<file path="src/logic/rvPkg.sv">
package rvPkg;

   localparam int xlen = 32;
   localparam int regIdxW = 5;

   // major opcodes
   localparam logic [6:0] opcOp = 7'b0110011;
   localparam logic [6:0] opcOpImm = 7'b0010011;
   localparam logic [6:0] opcLui = 7'b0110111;
   localparam logic [6:0] opcLoad = 7'b0000011;
   localparam logic [6:0] opcStore = 7'b0100011;
   localparam logic [6:0] opcHalt = 7'b1111111; // stops the core

   typedef enum logic [3:0] {
      aluAdd,
      aluSub,
      aluXor,
      aluOr,
      aluAnd,
      aluSlt,
      aluSltu,
      aluSll,
      aluSrl,
      aluSra,
      aluPass // LUI result straight from imm
   } aluOpT;

   typedef enum logic [2:0] {
      clsNone,
      clsAlu,
      clsLoad,
      clsStore,
      clsHalt,
      clsIllegal
   } instrClassT;

endpackage

</file>
<file path="src/logic/busArbiter.sv">
`timescale 1ns/1ps

module busArbiter (
   input  logic                   clk,
   input  logic                   rstn,
   input  logic                   fetchValid,
   input  logic [rvPkg::xlen-1:0] fetchAddr,
   output logic                   fetchReady,
   input  logic                   lsValid,
   input  logic [rvPkg::xlen-1:0] lsAddr,
   input  logic                   lsWrite,
   input  logic [rvPkg::xlen-1:0] lsWData,
   output logic                   lsReady,
   output logic                   memValid,
   output logic [rvPkg::xlen-1:0] memAddr,
   output logic                   memWrite,
   output logic [rvPkg::xlen-1:0] memWData,
   input  logic                   memReady
);

   logic grantFetch;
   logic grantLs;
   logic busHeld;
   logic ownFetch;
   logic ownLs;

   assign busHeld = grantFetch || grantLs;

   // a held grant sticks; a free bus goes to load/store first
   assign ownLs = grantLs || (!busHeld && lsValid);
   assign ownFetch = grantFetch || (!busHeld && !lsValid && fetchValid);

   always_ff @(posedge clk) begin
      if (!rstn) begin
         grantFetch <= 1'b0;
         grantLs <= 1'b0;
      end
      else begin
         grantFetch <= ownFetch && !memReady;
         grantLs <= ownLs && !memReady;
      end
   end

   assign memValid = (ownLs && lsValid) || (ownFetch && fetchValid);
   assign memAddr = ownLs ? lsAddr : fetchAddr;
   assign memWrite = ownLs && lsWrite;
   assign memWData = lsWData; // only fetch reads, so no mux

   assign lsReady = ownLs && memReady;
   assign fetchReady = ownFetch && memReady;

endmodule

</file>
<file path="src/logic/executeUnit.sv">
`timescale 1ns/1ps

module executeUnit (
   input  rvPkg::instrClassT         instrClass,
   input  rvPkg::aluOpT              aluOp,
   input  logic [rvPkg::regIdxW-1:0] rd,
   input  logic [rvPkg::xlen-1:0]    imm,
   input  logic [rvPkg::xlen-1:0]    rs1Data,
   input  logic [rvPkg::xlen-1:0]    rs2Data,
   input  logic                      irTake,
   output logic                      wrEn,
   output logic [rvPkg::regIdxW-1:0] wrIdx,
   output logic [rvPkg::xlen-1:0]    wrData
);

   logic [rvPkg::xlen-1:0] opB;
   logic [4:0]             shamt;
   logic [rvPkg::xlen-1:0] result;

   // I-type and LUI read x0 as rs2 and R-type carries a zero imm,
   // so OR-ing the two picks whichever operand is live
   assign opB = rs2Data | imm;
   assign shamt = opB[4:0];

   always_comb begin
      case (aluOp)
         rvPkg::aluAdd: result = rs1Data + opB;
         rvPkg::aluSub: result = rs1Data - opB; // wraps
         rvPkg::aluXor: result = rs1Data ^ opB;
         rvPkg::aluOr: result = rs1Data | opB;
         rvPkg::aluAnd: result = rs1Data & opB;
         rvPkg::aluSlt: begin
            result = ($signed(rs1Data) < $signed(opB)) ? 32'd1 : 32'd0;
         end
         rvPkg::aluSltu: begin
            result = (rs1Data < opB) ? 32'd1 : 32'd0;
         end
         rvPkg::aluSll: result = rs1Data << shamt;
         rvPkg::aluSrl: result = rs1Data >> shamt;
         rvPkg::aluSra: result = $signed(rs1Data) >>> shamt;
         rvPkg::aluPass: result = opB;
         default: result = '0;
      endcase
   end

   // register write lands at the edge the instruction leaves decode
   assign wrEn = irTake && (instrClass == rvPkg::clsAlu);
   assign wrIdx = rd;
   assign wrData = result;

endmodule

</file>
<file path="src/logic/instrDecode.sv">
`timescale 1ns/1ps

module instrDecode (
   input  logic                      irValid,
   input  logic [rvPkg::xlen-1:0]    irWord,
   output logic                      irTake,
   input  logic                      lsBusy,
   output rvPkg::instrClassT         instrClass,
   output rvPkg::aluOpT              aluOp,
   output logic [rvPkg::regIdxW-1:0] rd,
   output logic [rvPkg::regIdxW-1:0] rs1,
   output logic [rvPkg::regIdxW-1:0] rs2,
   output logic [rvPkg::xlen-1:0]    imm,
   output logic                      haltReq
);

   logic [6:0]             opcode;
   logic [2:0]             funct3;
   logic [6:0]             funct7;
   logic [rvPkg::xlen-1:0] immI;
   logic [rvPkg::xlen-1:0] immS;
   logic [rvPkg::xlen-1:0] immU;
   logic [rvPkg::xlen-1:0] shamt;

   assign opcode = irWord[6:0];
   assign funct3 = irWord[14:12];
   assign funct7 = irWord[31:25];

   assign immI = {{20{irWord[31]}}, irWord[31:20]};
   assign immS = {{20{irWord[31]}}, irWord[31:25], irWord[11:7]};
   assign immU = {irWord[31:12], 12'b0};
   assign shamt = {27'b0, irWord[24:20]};

   // stall only behind an outstanding memory op
   assign irTake = irValid && !lsBusy;

   assign haltReq = (instrClass == rvPkg::clsHalt) || (instrClass == rvPkg::clsIllegal);

   always_comb begin
      instrClass = rvPkg::clsNone;
      aluOp = rvPkg::aluAdd;
      rd = irWord[11:7];
      rs1 = irWord[19:15];
      rs2 = '0; // x0 unless R-type or store
      imm = '0;
      if (irValid) begin
         case (opcode)
            rvPkg::opcOp: begin
               instrClass = rvPkg::clsAlu;
               rs2 = irWord[24:20];
               if (funct7 == 7'b0000000) begin
                  case (funct3)
                     3'b000: aluOp = rvPkg::aluAdd;
                     3'b100: aluOp = rvPkg::aluXor;
                     3'b110: aluOp = rvPkg::aluOr;
                     3'b111: aluOp = rvPkg::aluAnd;
                     3'b010: aluOp = rvPkg::aluSlt;
                     3'b011: aluOp = rvPkg::aluSltu;
                     3'b001: aluOp = rvPkg::aluSll;
                     default: instrClass = rvPkg::clsIllegal; // SRL/SRA not kept
                  endcase
               end
               else if (funct7 == 7'b0100000 && funct3 == 3'b000) begin
                  aluOp = rvPkg::aluSub;
               end
               else begin
                  instrClass = rvPkg::clsIllegal;
               end
            end
            rvPkg::opcOpImm: begin
               instrClass = rvPkg::clsAlu;
               imm = immI;
               case (funct3)
                  3'b000: aluOp = rvPkg::aluAdd;
                  3'b100: aluOp = rvPkg::aluXor;
                  3'b110: aluOp = rvPkg::aluOr;
                  3'b111: aluOp = rvPkg::aluAnd;
                  3'b010: aluOp = rvPkg::aluSlt;
                  3'b011: aluOp = rvPkg::aluSltu;
                  3'b001: begin
                     aluOp = rvPkg::aluSll;
                     imm = shamt;
                     if (funct7 != 7'b0000000) begin
                        instrClass = rvPkg::clsIllegal;
                     end
                  end
                  default: begin // 101, right shifts
                     imm = shamt;
                     if (funct7 == 7'b0000000) begin
                        aluOp = rvPkg::aluSrl;
                     end
                     else if (funct7 == 7'b0100000) begin
                        aluOp = rvPkg::aluSra;
                     end
                     else begin
                        instrClass = rvPkg::clsIllegal;
                     end
                  end
               endcase
            end
            rvPkg::opcLui: begin
               instrClass = rvPkg::clsAlu;
               aluOp = rvPkg::aluPass;
               imm = immU;
            end
            rvPkg::opcLoad: begin
               imm = immI;
               instrClass = (funct3 == 3'b010) ? rvPkg::clsLoad : rvPkg::clsIllegal;
            end
            rvPkg::opcStore: begin
               imm = immS;
               rs2 = irWord[24:20]; // store data
               instrClass = (funct3 == 3'b010) ? rvPkg::clsStore : rvPkg::clsIllegal;
            end
            rvPkg::opcHalt: instrClass = rvPkg::clsHalt;
            default: instrClass = rvPkg::clsIllegal;
         endcase
      end
   end

endmodule

</file>
<file path="src/logic/instrFetch.sv">
`timescale 1ns/1ps

module instrFetch (
   input  logic                   clk,
   input  logic                   rstn,
   input  logic                   start,
   input  logic                   haltReq,
   output logic                   fetchValid,
   output logic [rvPkg::xlen-1:0] fetchAddr,
   input  logic                   fetchReady,
   input  logic [rvPkg::xlen-1:0] memRData,
   output logic                   irValid,
   output logic [rvPkg::xlen-1:0] irWord,
   input  logic                   irTake,
   output logic                   halted
);

   logic [rvPkg::xlen-1:0] pc; // word address
   logic                   fetchXfer;

   assign fetchAddr = pc;

   // room in the IR, but never behind a halting word
   assign fetchValid = !halted && (!irValid || (irTake && !haltReq));
   assign fetchXfer = fetchValid && fetchReady;

   always_ff @(posedge clk) begin
      if (!rstn) begin
         halted <= 1'b1;
      end
      else if (start) begin
         halted <= 1'b0;
      end
      else if (haltReq && irTake) begin
         halted <= 1'b1;
      end
   end

   always_ff @(posedge clk) begin
      if (!rstn) begin
         pc <= '0;
      end
      else if (start) begin
         pc <= '0;
      end
      else if (fetchXfer) begin
         pc <= pc + 1'b1;
      end
   end

   always_ff @(posedge clk) begin
      if (!rstn) begin
         irValid <= 1'b0;
      end
      else if (fetchXfer) begin
         irValid <= 1'b1; // refill wins over take
      end
      else if (irTake) begin
         irValid <= 1'b0;
      end
   end

   always_ff @(posedge clk) begin
      if (fetchXfer) begin
         irWord <= memRData;
      end
   end

endmodule

</file>
<file path="src/logic/loadStore.sv">
`timescale 1ns/1ps

module loadStore (
   input  logic                      clk,
   input  logic                      rstn,
   input  rvPkg::instrClassT         instrClass,
   input  logic [rvPkg::regIdxW-1:0] rd,
   input  logic [rvPkg::xlen-1:0]    imm,
   input  logic                      irTake,
   input  logic [rvPkg::xlen-1:0]    rs1Data,
   input  logic [rvPkg::xlen-1:0]    rs2Data,
   output logic                      lsValid,
   output logic [rvPkg::xlen-1:0]    lsAddr,
   output logic                      lsWrite,
   output logic [rvPkg::xlen-1:0]    lsWData,
   input  logic                      lsReady,
   input  logic [rvPkg::xlen-1:0]    memRData,
   output logic                      lsBusy,
   output logic                      wrEn,
   output logic [rvPkg::regIdxW-1:0] wrIdx,
   output logic [rvPkg::xlen-1:0]    wrData
);

   logic                      capture;
   logic [rvPkg::regIdxW-1:0] rdQ;

   assign capture = irTake &&
                    (instrClass == rvPkg::clsLoad || instrClass == rvPkg::clsStore);

   // request starts the cycle after capture and holds until accepted
   assign lsValid = lsBusy;

   always_ff @(posedge clk) begin
      if (!rstn) begin
         lsBusy <= 1'b0;
      end
      else if (capture) begin
         lsBusy <= 1'b1;
      end
      else if (lsValid && lsReady) begin
         lsBusy <= 1'b0;
      end
   end

   always_ff @(posedge clk) begin
      if (capture) begin
         lsAddr <= rs1Data + imm; // word address, no scaling
         lsWData <= rs2Data;
         lsWrite <= (instrClass == rvPkg::clsStore);
         rdQ <= rd;
      end
   end

   // read data is valid in the transfer cycle itself
   assign wrEn = lsBusy && !lsWrite && lsReady;
   assign wrIdx = rdQ;
   assign wrData = memRData;

endmodule

</file>
<file path="src/logic/regFile.sv">
`timescale 1ns/1ps

module regFile (
   input  logic                      clk,
   input  logic                      rstn,
   input  logic [rvPkg::regIdxW-1:0] rs1,
   input  logic [rvPkg::regIdxW-1:0] rs2,
   output logic [rvPkg::xlen-1:0]    rs1Data,
   output logic [rvPkg::xlen-1:0]    rs2Data,
   input  logic                      aluWrEn,
   input  logic [rvPkg::regIdxW-1:0] aluWrIdx,
   input  logic [rvPkg::xlen-1:0]    aluWrData,
   input  logic                      lsWrEn,
   input  logic [rvPkg::regIdxW-1:0] lsWrIdx,
   input  logic [rvPkg::xlen-1:0]    lsWrData
);

   logic [rvPkg::xlen-1:0] regs [1:31]; // x0 has no storage

   always_ff @(posedge clk) begin
      if (!rstn) begin
         for (int i = 1; i < 32; i++) begin
            regs[i] <= '0;
         end
      end
      else if (lsWrEn && lsWrIdx != '0) begin
         regs[lsWrIdx] <= lsWrData; // load data first
      end
      else if (aluWrEn && aluWrIdx != '0) begin
         regs[aluWrIdx] <= aluWrData;
      end
   end

   assign rs1Data = (rs1 == '0) ? '0 : regs[rs1];
   assign rs2Data = (rs2 == '0) ? '0 : regs[rs2];

endmodule

</file>
<file path="src/logic/rvCore.sv">
`timescale 1ns/1ps

module rvCore (
   input  logic                   clk,
   input  logic                   rstn,
   input  logic                   start,
   output logic                   memValid,
   output logic [rvPkg::xlen-1:0] memAddr,
   output logic                   memWrite,
   output logic [rvPkg::xlen-1:0] memWData,
   input  logic                   memReady,
   input  logic [rvPkg::xlen-1:0] memRData,
   output logic                   halted
);

   logic                      fetchValid;
   logic [rvPkg::xlen-1:0]    fetchAddr;
   logic                      fetchReady;
   logic                      irValid;
   logic [rvPkg::xlen-1:0]    irWord;
   logic                      irTake;
   logic                      haltReq;
   rvPkg::instrClassT         instrClass;
   rvPkg::aluOpT              aluOp;
   logic [rvPkg::regIdxW-1:0] rd;
   logic [rvPkg::regIdxW-1:0] rs1;
   logic [rvPkg::regIdxW-1:0] rs2;
   logic [rvPkg::xlen-1:0]    imm;
   logic [rvPkg::xlen-1:0]    rs1Data;
   logic [rvPkg::xlen-1:0]    rs2Data;
   logic                      aluWrEn;
   logic [rvPkg::regIdxW-1:0] aluWrIdx;
   logic [rvPkg::xlen-1:0]    aluWrData;
   logic                      lsWrEn;
   logic [rvPkg::regIdxW-1:0] lsWrIdx;
   logic [rvPkg::xlen-1:0]    lsWrData;
   logic                      lsValid;
   logic [rvPkg::xlen-1:0]    lsAddr;
   logic                      lsWrite;
   logic [rvPkg::xlen-1:0]    lsWData;
   logic                      lsReady;
   logic                      lsBusy;

   instrFetch instrFetch_i (
      .clk        (clk),
      .rstn       (rstn),
      .start      (start),
      .haltReq    (haltReq),
      .fetchValid (fetchValid),
      .fetchAddr  (fetchAddr),
      .fetchReady (fetchReady),
      .memRData   (memRData),
      .irValid    (irValid),
      .irWord     (irWord),
      .irTake     (irTake),
      .halted     (halted)
   );

   instrDecode instrDecode_i (
      .irValid    (irValid),
      .irWord     (irWord),
      .irTake     (irTake),
      .lsBusy     (lsBusy),
      .instrClass (instrClass),
      .aluOp      (aluOp),
      .rd         (rd),
      .rs1        (rs1),
      .rs2        (rs2),
      .imm        (imm),
      .haltReq    (haltReq)
   );

   executeUnit executeUnit_i (
      .instrClass (instrClass),
      .aluOp      (aluOp),
      .rd         (rd),
      .imm        (imm),
      .rs1Data    (rs1Data),
      .rs2Data    (rs2Data),
      .irTake     (irTake),
      .wrEn       (aluWrEn),
      .wrIdx      (aluWrIdx),
      .wrData     (aluWrData)
   );

   regFile regFile_i (
      .clk       (clk),
      .rstn      (rstn),
      .rs1       (rs1),
      .rs2       (rs2),
      .rs1Data   (rs1Data),
      .rs2Data   (rs2Data),
      .aluWrEn   (aluWrEn),
      .aluWrIdx  (aluWrIdx),
      .aluWrData (aluWrData),
      .lsWrEn    (lsWrEn),
      .lsWrIdx   (lsWrIdx),
      .lsWrData  (lsWrData)
   );

   loadStore loadStore_i (
      .clk        (clk),
      .rstn       (rstn),
      .instrClass (instrClass),
      .rd         (rd),
      .imm        (imm),
      .irTake     (irTake),
      .rs1Data    (rs1Data),
      .rs2Data    (rs2Data),
      .lsValid    (lsValid),
      .lsAddr     (lsAddr),
      .lsWrite    (lsWrite),
      .lsWData    (lsWData),
      .lsReady    (lsReady),
      .memRData   (memRData),
      .lsBusy     (lsBusy),
      .wrEn       (lsWrEn),
      .wrIdx      (lsWrIdx),
      .wrData     (lsWrData)
   );

   busArbiter busArbiter_i (
      .clk        (clk),
      .rstn       (rstn),
      .fetchValid (fetchValid),
      .fetchAddr  (fetchAddr),
      .fetchReady (fetchReady),
      .lsValid    (lsValid),
      .lsAddr     (lsAddr),
      .lsWrite    (lsWrite),
      .lsWData    (lsWData),
      .lsReady    (lsReady),
      .memValid   (memValid),
      .memAddr    (memAddr),
      .memWrite   (memWrite),
      .memWData   (memWData),
      .memReady   (memReady)
   );

endmodule

</file>
<file path="config.mk">
export PLATFORM = sky130hd
export DESIGN_NAME = rvCore
export DESIGN_NICKNAME = d
export VERILOG_FILES = /design/src/logic/rvPkg.sv /design/src/logic/busArbiter.sv /design/src/logic/executeUnit.sv /design/src/logic/instrDecode.sv /design/src/logic/instrFetch.sv /design/src/logic/loadStore.sv /design/src/logic/regFile.sv /design/src/logic/rvCore.sv
export SDC_FILE = /design/constraint.sdc
export NUM_CORES = 2
export LEC_CHECK = 0
export BUFFER_PORTS_ARGS = -buffer_cell sky130_fd_sc_hd__clkbuf_2
export CELL_PAD_IN_SITES_DETAIL_PLACEMENT = 1
export CELL_PAD_IN_SITES_GLOBAL_PLACEMENT = 1
export CORE_UTILIZATION = 35
export DETAILED_ROUTE_END_ITERATION = 10
export PLACE_DENSITY = 0.57
export RECOVER_POWER = 25
export SYNTH_ARGS = -nofsm -noshare
export SYNTH_HDL_FRONTEND = slang
export SYNTH_SLANG_ARGS = --single-unit
</file>
<file path="constraint.sdc">
create_clock -name clk -period 10 [get_ports clk]
set_clock_uncertainty 0.15 [all_clocks]
set_input_delay 2.5 -clock clk [delete_from_list [all_inputs] [get_ports clk]]
set_output_delay 2.5 -clock clk [all_outputs]
set_load 0.01 [all_outputs]
</file>
# After elaboration in Yosys (flattened, before gate mapping)
# Memories as Yosys holds them, arrays and structs flattened. A register that Yosys moved wholly into a read port is not among the register bits.
# Cells that the tools add are included.
# word_totals
mem_count,1
reg_bits,139
romBits,0
in_bits,36
latchBits,0
ram_bits,992
# memory_table
name,depth,word_bits,read_ports,rd_clocked_by_memory_dff,wr,line_no,source
regFile_i.regs,31,32,2,1,31,regFile.sv:18,logic [rvPkg::xlen-1:0] regs [1:31];
# op_classes
mux,51
n_shift,3
addsub,4
mul,0
bitwise_logic,5
magnitude_cmp,2
eq_ne,28
div_mod_pow,0
reduce_logical,54
# op_table
op,count
$pmux 32 s11,1
$mux 32,7
$pmux 32 s4,1
$add 32x32->32,2
$lt 32x32->1,2
$or 32x32->32,2
$reduce_or 32->1,2
$pmux 3 s6,2
$add 32x1->32 const B,1
$and 32x32->32,1
$shl 32x5->32,1
$shr 32x5->32,1
$sshr 32x5->32,1
$sub 32x32->32,1
$xor 32x32->32,1
$eq 7x6->1 const B,4
$pmux 4 s7,1
$mux 3,9
$mux 5,5
$logic_and 1x1->1,23
$mux 1,19
$eq 4x3->1 const B,4
$mux 4,4
$eq 3x3->1 const B,5
23 further kinds,47

# Longest topological paths before layout
# depth
word_depth,17
depth_mapped,33
depth_no_buf,24

# Cells and area by module
# A second synthesis with hierarchy kept.
# hier_totals
hier_cells,6050
hier_area_um2,76068.0
# by_module_without_submodules
mod,instances,cells_per_inst,area_each_um2
regFile,1,3848,58294.7
executeUnit,1,1379,9163.8
loadStore,1,374,4281.6
instrFetch,1,239,2715.1
instrDecode,1,127,864.6
busArbiter,1,83,748.2

# Worst setup path after synthesis
# OpenSTA, ideal clock, no wires.
# synth_timing
path_type,reg2reg
start,register instrFetch_i.irWord[3] in the netlist's numbering
end,memory regFile_i.regs[16][29] in the netlist's numbering (data pin)
path_stages_with_launch,33
setup_ps,266
setup_slack_ps,2451
arrival_ps,7133
path_buffers,10
cell_sequence,edfxtp_1 -> or4b_4 -> nor2_8 -> buf_6 -> buf_6 -> buf_4 -> buf_2 -> clkbuf_1 -> clkbuf_1 -> clkbuf_1 -> buf_1 -> nand2_1 -> a31oi_1 -> o22ai_1 -> a311oi_1 -> a21oi_1 -> nor2_1 -> or2_2 -> ha_1 -> clkbuf_1 -> o21a_1 -> o211ai_1 -> a21oi_1 -> o31a_1 -> or3_1 -> a31o_2 -> a41oi_1 -> o31a_1 -> or3_1 -> a21oi_1 -> o41ai_2 -> buf_4 -> nor2_1
# synth_rtl
item,line_no,source
start: declaration,instrFetch.sv:13,"output logic [rvPkg::xlen-1:0] irWord,"
start signal: assignment,instrFetch.sv:65,irWord <= memRData;
end: declaration,regFile.sv:18,

==> flow_metrics.env <==
export IMPL_worst_pin_slew_ps=5355
export IMPL_instances_no_fill=9786
export IMPL_critPathRequiredTime_ps=10510
export IMPL_final_cell_mix="1174 x nand2_1, 1126 x edfxtp_1, 980 x nor2_1, 318 x mux4_2, 278 x and3_1"
export IMPL_syn_area_per_cell_um2=10.12
export IMPL_synthArstFlopShare_pct=0
export IMPL_place_inst=9521
export IMPL_cts_tree="yes"
export IMPL_dr_total_vias=63900
export IMPL_grt_pass1_wl_um=504100
export IMPL_drt_pass1_iterations=6
export IMPL_area_delta_synth_final_pct=12.26
export IMPL_synth_top_cell_by_area="edfxtp_1"
export IMPL_grt_ovfl_total=0
export IMPL_setup_violations=18
export IMPL_syn_inst=7062
export IMPL_die_w_um=453.9
export IMPL_boundaryPins=103
export IMPL_dieArea_um2=206000
export IMPL_coreArea_um2=202500
export IMPL_drtIter0Drc=8057
export IMPL_numCtsBuffers=142
export IMPL_timing_rr_end="regFile_i.regs[27][0]$_SDFFCE_PN0P_"
export IMPL_relSlewSlack_pct=-257.0
export IMPL_cts_resized=0
export IMPL_yosysUniqueCellTypes=105
export IMPL_cts_buffer_depth=3
export IMPL_wl_um=365400
export IMPL_root_buffer="clkbuf_16"
export IMPL_r2r_slack_ps=-40
export IMPL_synth_top_area_share_pct=47.31
export IMPL_numPortBuffers=102
export IMPL_drc=0
export IMPL_crit_path_end_kind="flop"
export IMPL_fp_row_count=165
export IMPL_htreeDepth=4
export IMPL_die_height_um=453.9
export IMPL_utilization_pct=39.62
export IMPL_synth_area_leaders="edfxtp_1 47%, mux4_2 10%, nand2_1 6.3%"
export IMPL_ys_seq_area_share_pct=48.48
export IMPL_fin_crit_sh_pct=100.4
export IMPL_r2r_worst_path_cells=24
export IMPL_yosysWarnings=0
export IMPL_min_from="instrFetch_i.fetchAddr[16]$_SDFFE_PP0P_"
export IMPL_slew_viol_final=437
export IMPL_p_per_area_nw_per_um2=158.7
export IMPL_grt_max_degree=91
export IMPL_synth_edf_count=1126
export IMPL_max_cap_viol_count=14
export IMPL_ctsHoldBuffers=0
export IMPL_crit_fanout=34
export IMPL_dp_hpwl_um=239500
export IMPL_avgViaCountPerCell=6.530
export IMPL_hold_path_end="instrFetch_i.fetchAddr[16]$_SDFFE_PP0P_"
export IMPL_crit_arrival_ps=10550
export IMPL_clk_latency_ps=820
export IMPL_max_freq_mhz=99.64
export IMPL_grt_antenna_before_repair=17
export IMPL_ys_ff_latch=1168
export IMPL_clkTransAtPathRegs_ps=60
export IMPL_violations="max-capacitance violations, max-slew violations, negative setup slack"
export IMPL_cts_sinks=1168
export IMPL_hold_depth=2
export IMPL_period_minus_slack_ps=10040
export IMPL_r2r_start="instrFetch_i.irWord[3]$_DFFE_PP_"
export IMPL_setup_ws_ps=-35.96
export IMPL_crit_type="reg2reg"
export IMPL_hp_class="reg2reg"
export IMPL_final_layout_size_suffix_gt1_share_pct=15.16
export IMPL_avgRoutedWirePerCell_um=37.34
export IMPL_post_cts_setup_buffer_count=0
export IMPL_syn_area_um2=71480
export IMPL_nets=7165
export IMPL_start_kind="flop"
export IMPL_globalplace_congestion=0.9824
export IMPL_ant_nets=0
export IMPL_leakage_nw=30.00
export IMPL_peakVddDrop_uv=188.2
export IMPL_rsz0062_at_grt="no"
export IMPL_hold_viol=0
export IMPL_first_global_vias=62630
export IMPL_synth_ff_type="edfxtp_1"
export IMPL_fillers=22320
export IMPL_grt_usage_pct=34.84
export IMPL_final_common_cell="nand2_1"
export IMPL_outcome="complete, but fails checks"
export IMPL_initial_core_util_pct=35.29
-- layout make-up --
cell class	count	area (µm²)	share of cell area, %
sequential	1168	34660	43.20
multi-input combinational	5121	34060	42.45
clock buffer	181	3900	4.860
tap	2672	3343	4.166
timing repair buffer	403	2927	3.647
clock inverter	78	738.2	0.9200
inverter	158	593.1	0.7391
antenna	5	12.51	0.01559
-- sequential cells by signal (all words and copies together), names as in the netlist, 5 cells and up, named ones only --
register and flops:
loadStore_i.lsWData 32, instrFetch_i.irWord 32, instrFetch_i.fetchAddr 32, loadStore_i.wrIdx 5, loadStore_i.lsAddr 32, regFile_i.regs 1024
-- synth_stat cells, types with 13 or more instances --
master     number
a311oi_1       34
a221o_1        14
mux2i_1        77
o2111ai_1      18
buf_4          19
a22oi_1        28
inv_1         143
nor4_1         30
nand3_1       167
a31oi_1       266
clkbuf_1      432
o21a_1         13
dfxtp_1        42
o21ai_1        13
mux4_2        318
o221ai_1       26
o31ai_1        40
buf_1          40
o22ai_1        79
a21oi_1       205
nor3_1        238
buf_6          17
and2_1         17
nor2_1        990
nor2b_1        17
edfxtp_1     1126
and3_1        279
o21bai_1       15
o21ai_0       160
mux2_2         47
or3_1          30
ha_1          132
o211ai_1       48
xor2_1         24
a21o_1         30
a221oi_1       20
nand4_1        55
or2_2          47
a211oi_1       91
nand2_1      1206
xnor2_1        40
nor2_2         27
nand2b_1       38
buf_2         138
-- power breakdown --
part	switching (mW)	leakage, nW	internal, mW
logic	1.23	15.9	0.567
clock network	2.27	2.26	3.03
registers	0.118	11.9	5.52
-- worst max path at each step --
stage / end / depth (start not counted) / slack (ps) / from
after floorplan: regFile_i.regs[16][29]$_SDFFCE_PN0P_ / 32 / 2450 / instrFetch_i.irWord[3]$_DFFE_PP_
after global placement: regFile_i.regs[28][0]$_SDFFCE_PN0P_ / 21 / 990 / instrFetch_i.irWord[3]$_DFFE_PP_
after detailed placement: regFile_i.regs[31][0]$_SDFFCE_PN0P_ / 21 / 830 / instrFetch_i.irWord[3]$_DFFE_PP_
after CTS: regFile_i.regs[27][0]$_SDFFCE_PN0P_ / 21 / 760 / instrFetch_i.irWord[3]$_DFFE_PP_
after global routing: regFile_i.regs[28][0]$_SDFFCE_PN0P_ / 20 / 110 / flop
final: regFile_i.regs[27][0]$_SDFFCE_PN0P_ / 24 / -40 / instrFetch_i.irWord[3]$_DFFE_PP_
-- per-stage QoR --
stage	power, mW	worst slack (ps)	area, µm²	setup TNS (ps)	hold WS (ps)
floorplan	6.693	2451	71590	0	274.4
global placement	7.471	989.6	75850	0	332.0
detailed placement	7.480	834.7	75860	0	345.6
CTS	12.75	759.4	80500	0	354.9
global route	13.02	111.6	80230	0	384.5
finish	12.73	-35.96	80240	-297.9	355.8
-- metal layers --
metal,vias to the layer above,part of all wire [%],global-route usage [%],routed length (µm)
li1,25990,-,-,-
met1,33320,40,46.47,147200
met2,3747,44,53.53,162300
met3,835,9.6,7.433,34970
met4,14,5.7,17.12,20790
met5,-,0.024,0,86
-- worst max-delay path, stage by stage (launching register included) --
cell and delay [ps]:
edfxtp_1 530, nor3_1 980, buf_4 360, nand3_4 550
buf_12 430, a31oi_1 210, o22ai_1 110, a311oi_2 820
a21oi_1 90, nor2_1 600, or2_2 240, ha_1 280
inv_1 210, a21oi_1 170, o21bai_1 80, a21oi_1 310
o21bai_1 90, o21bai_1 280, a311oi_1 920, o31ai_1 320
a221o_1 440, a2111oi_0 1050, o31ai_4 60, buf_4 300
nor2_1 170
-- cells by family (layout without fill, tap and decap cells) --
group           Yosys count  count (layout)  share of synthesized area [%]
flops                  1168            1168                          48.48
compound gates         1247            1247                          11.88
mux                     442             442                          11.84
simple gates           3200            3200                          19.86
buf+inv                 804             820                          4.742
fa+ha+maj               136             136                          2.409
other cells               1              37                       0.005246
xor+xnor                 64              64                         0.7842
Note: power is estimated with default switching activity, not from simulation.
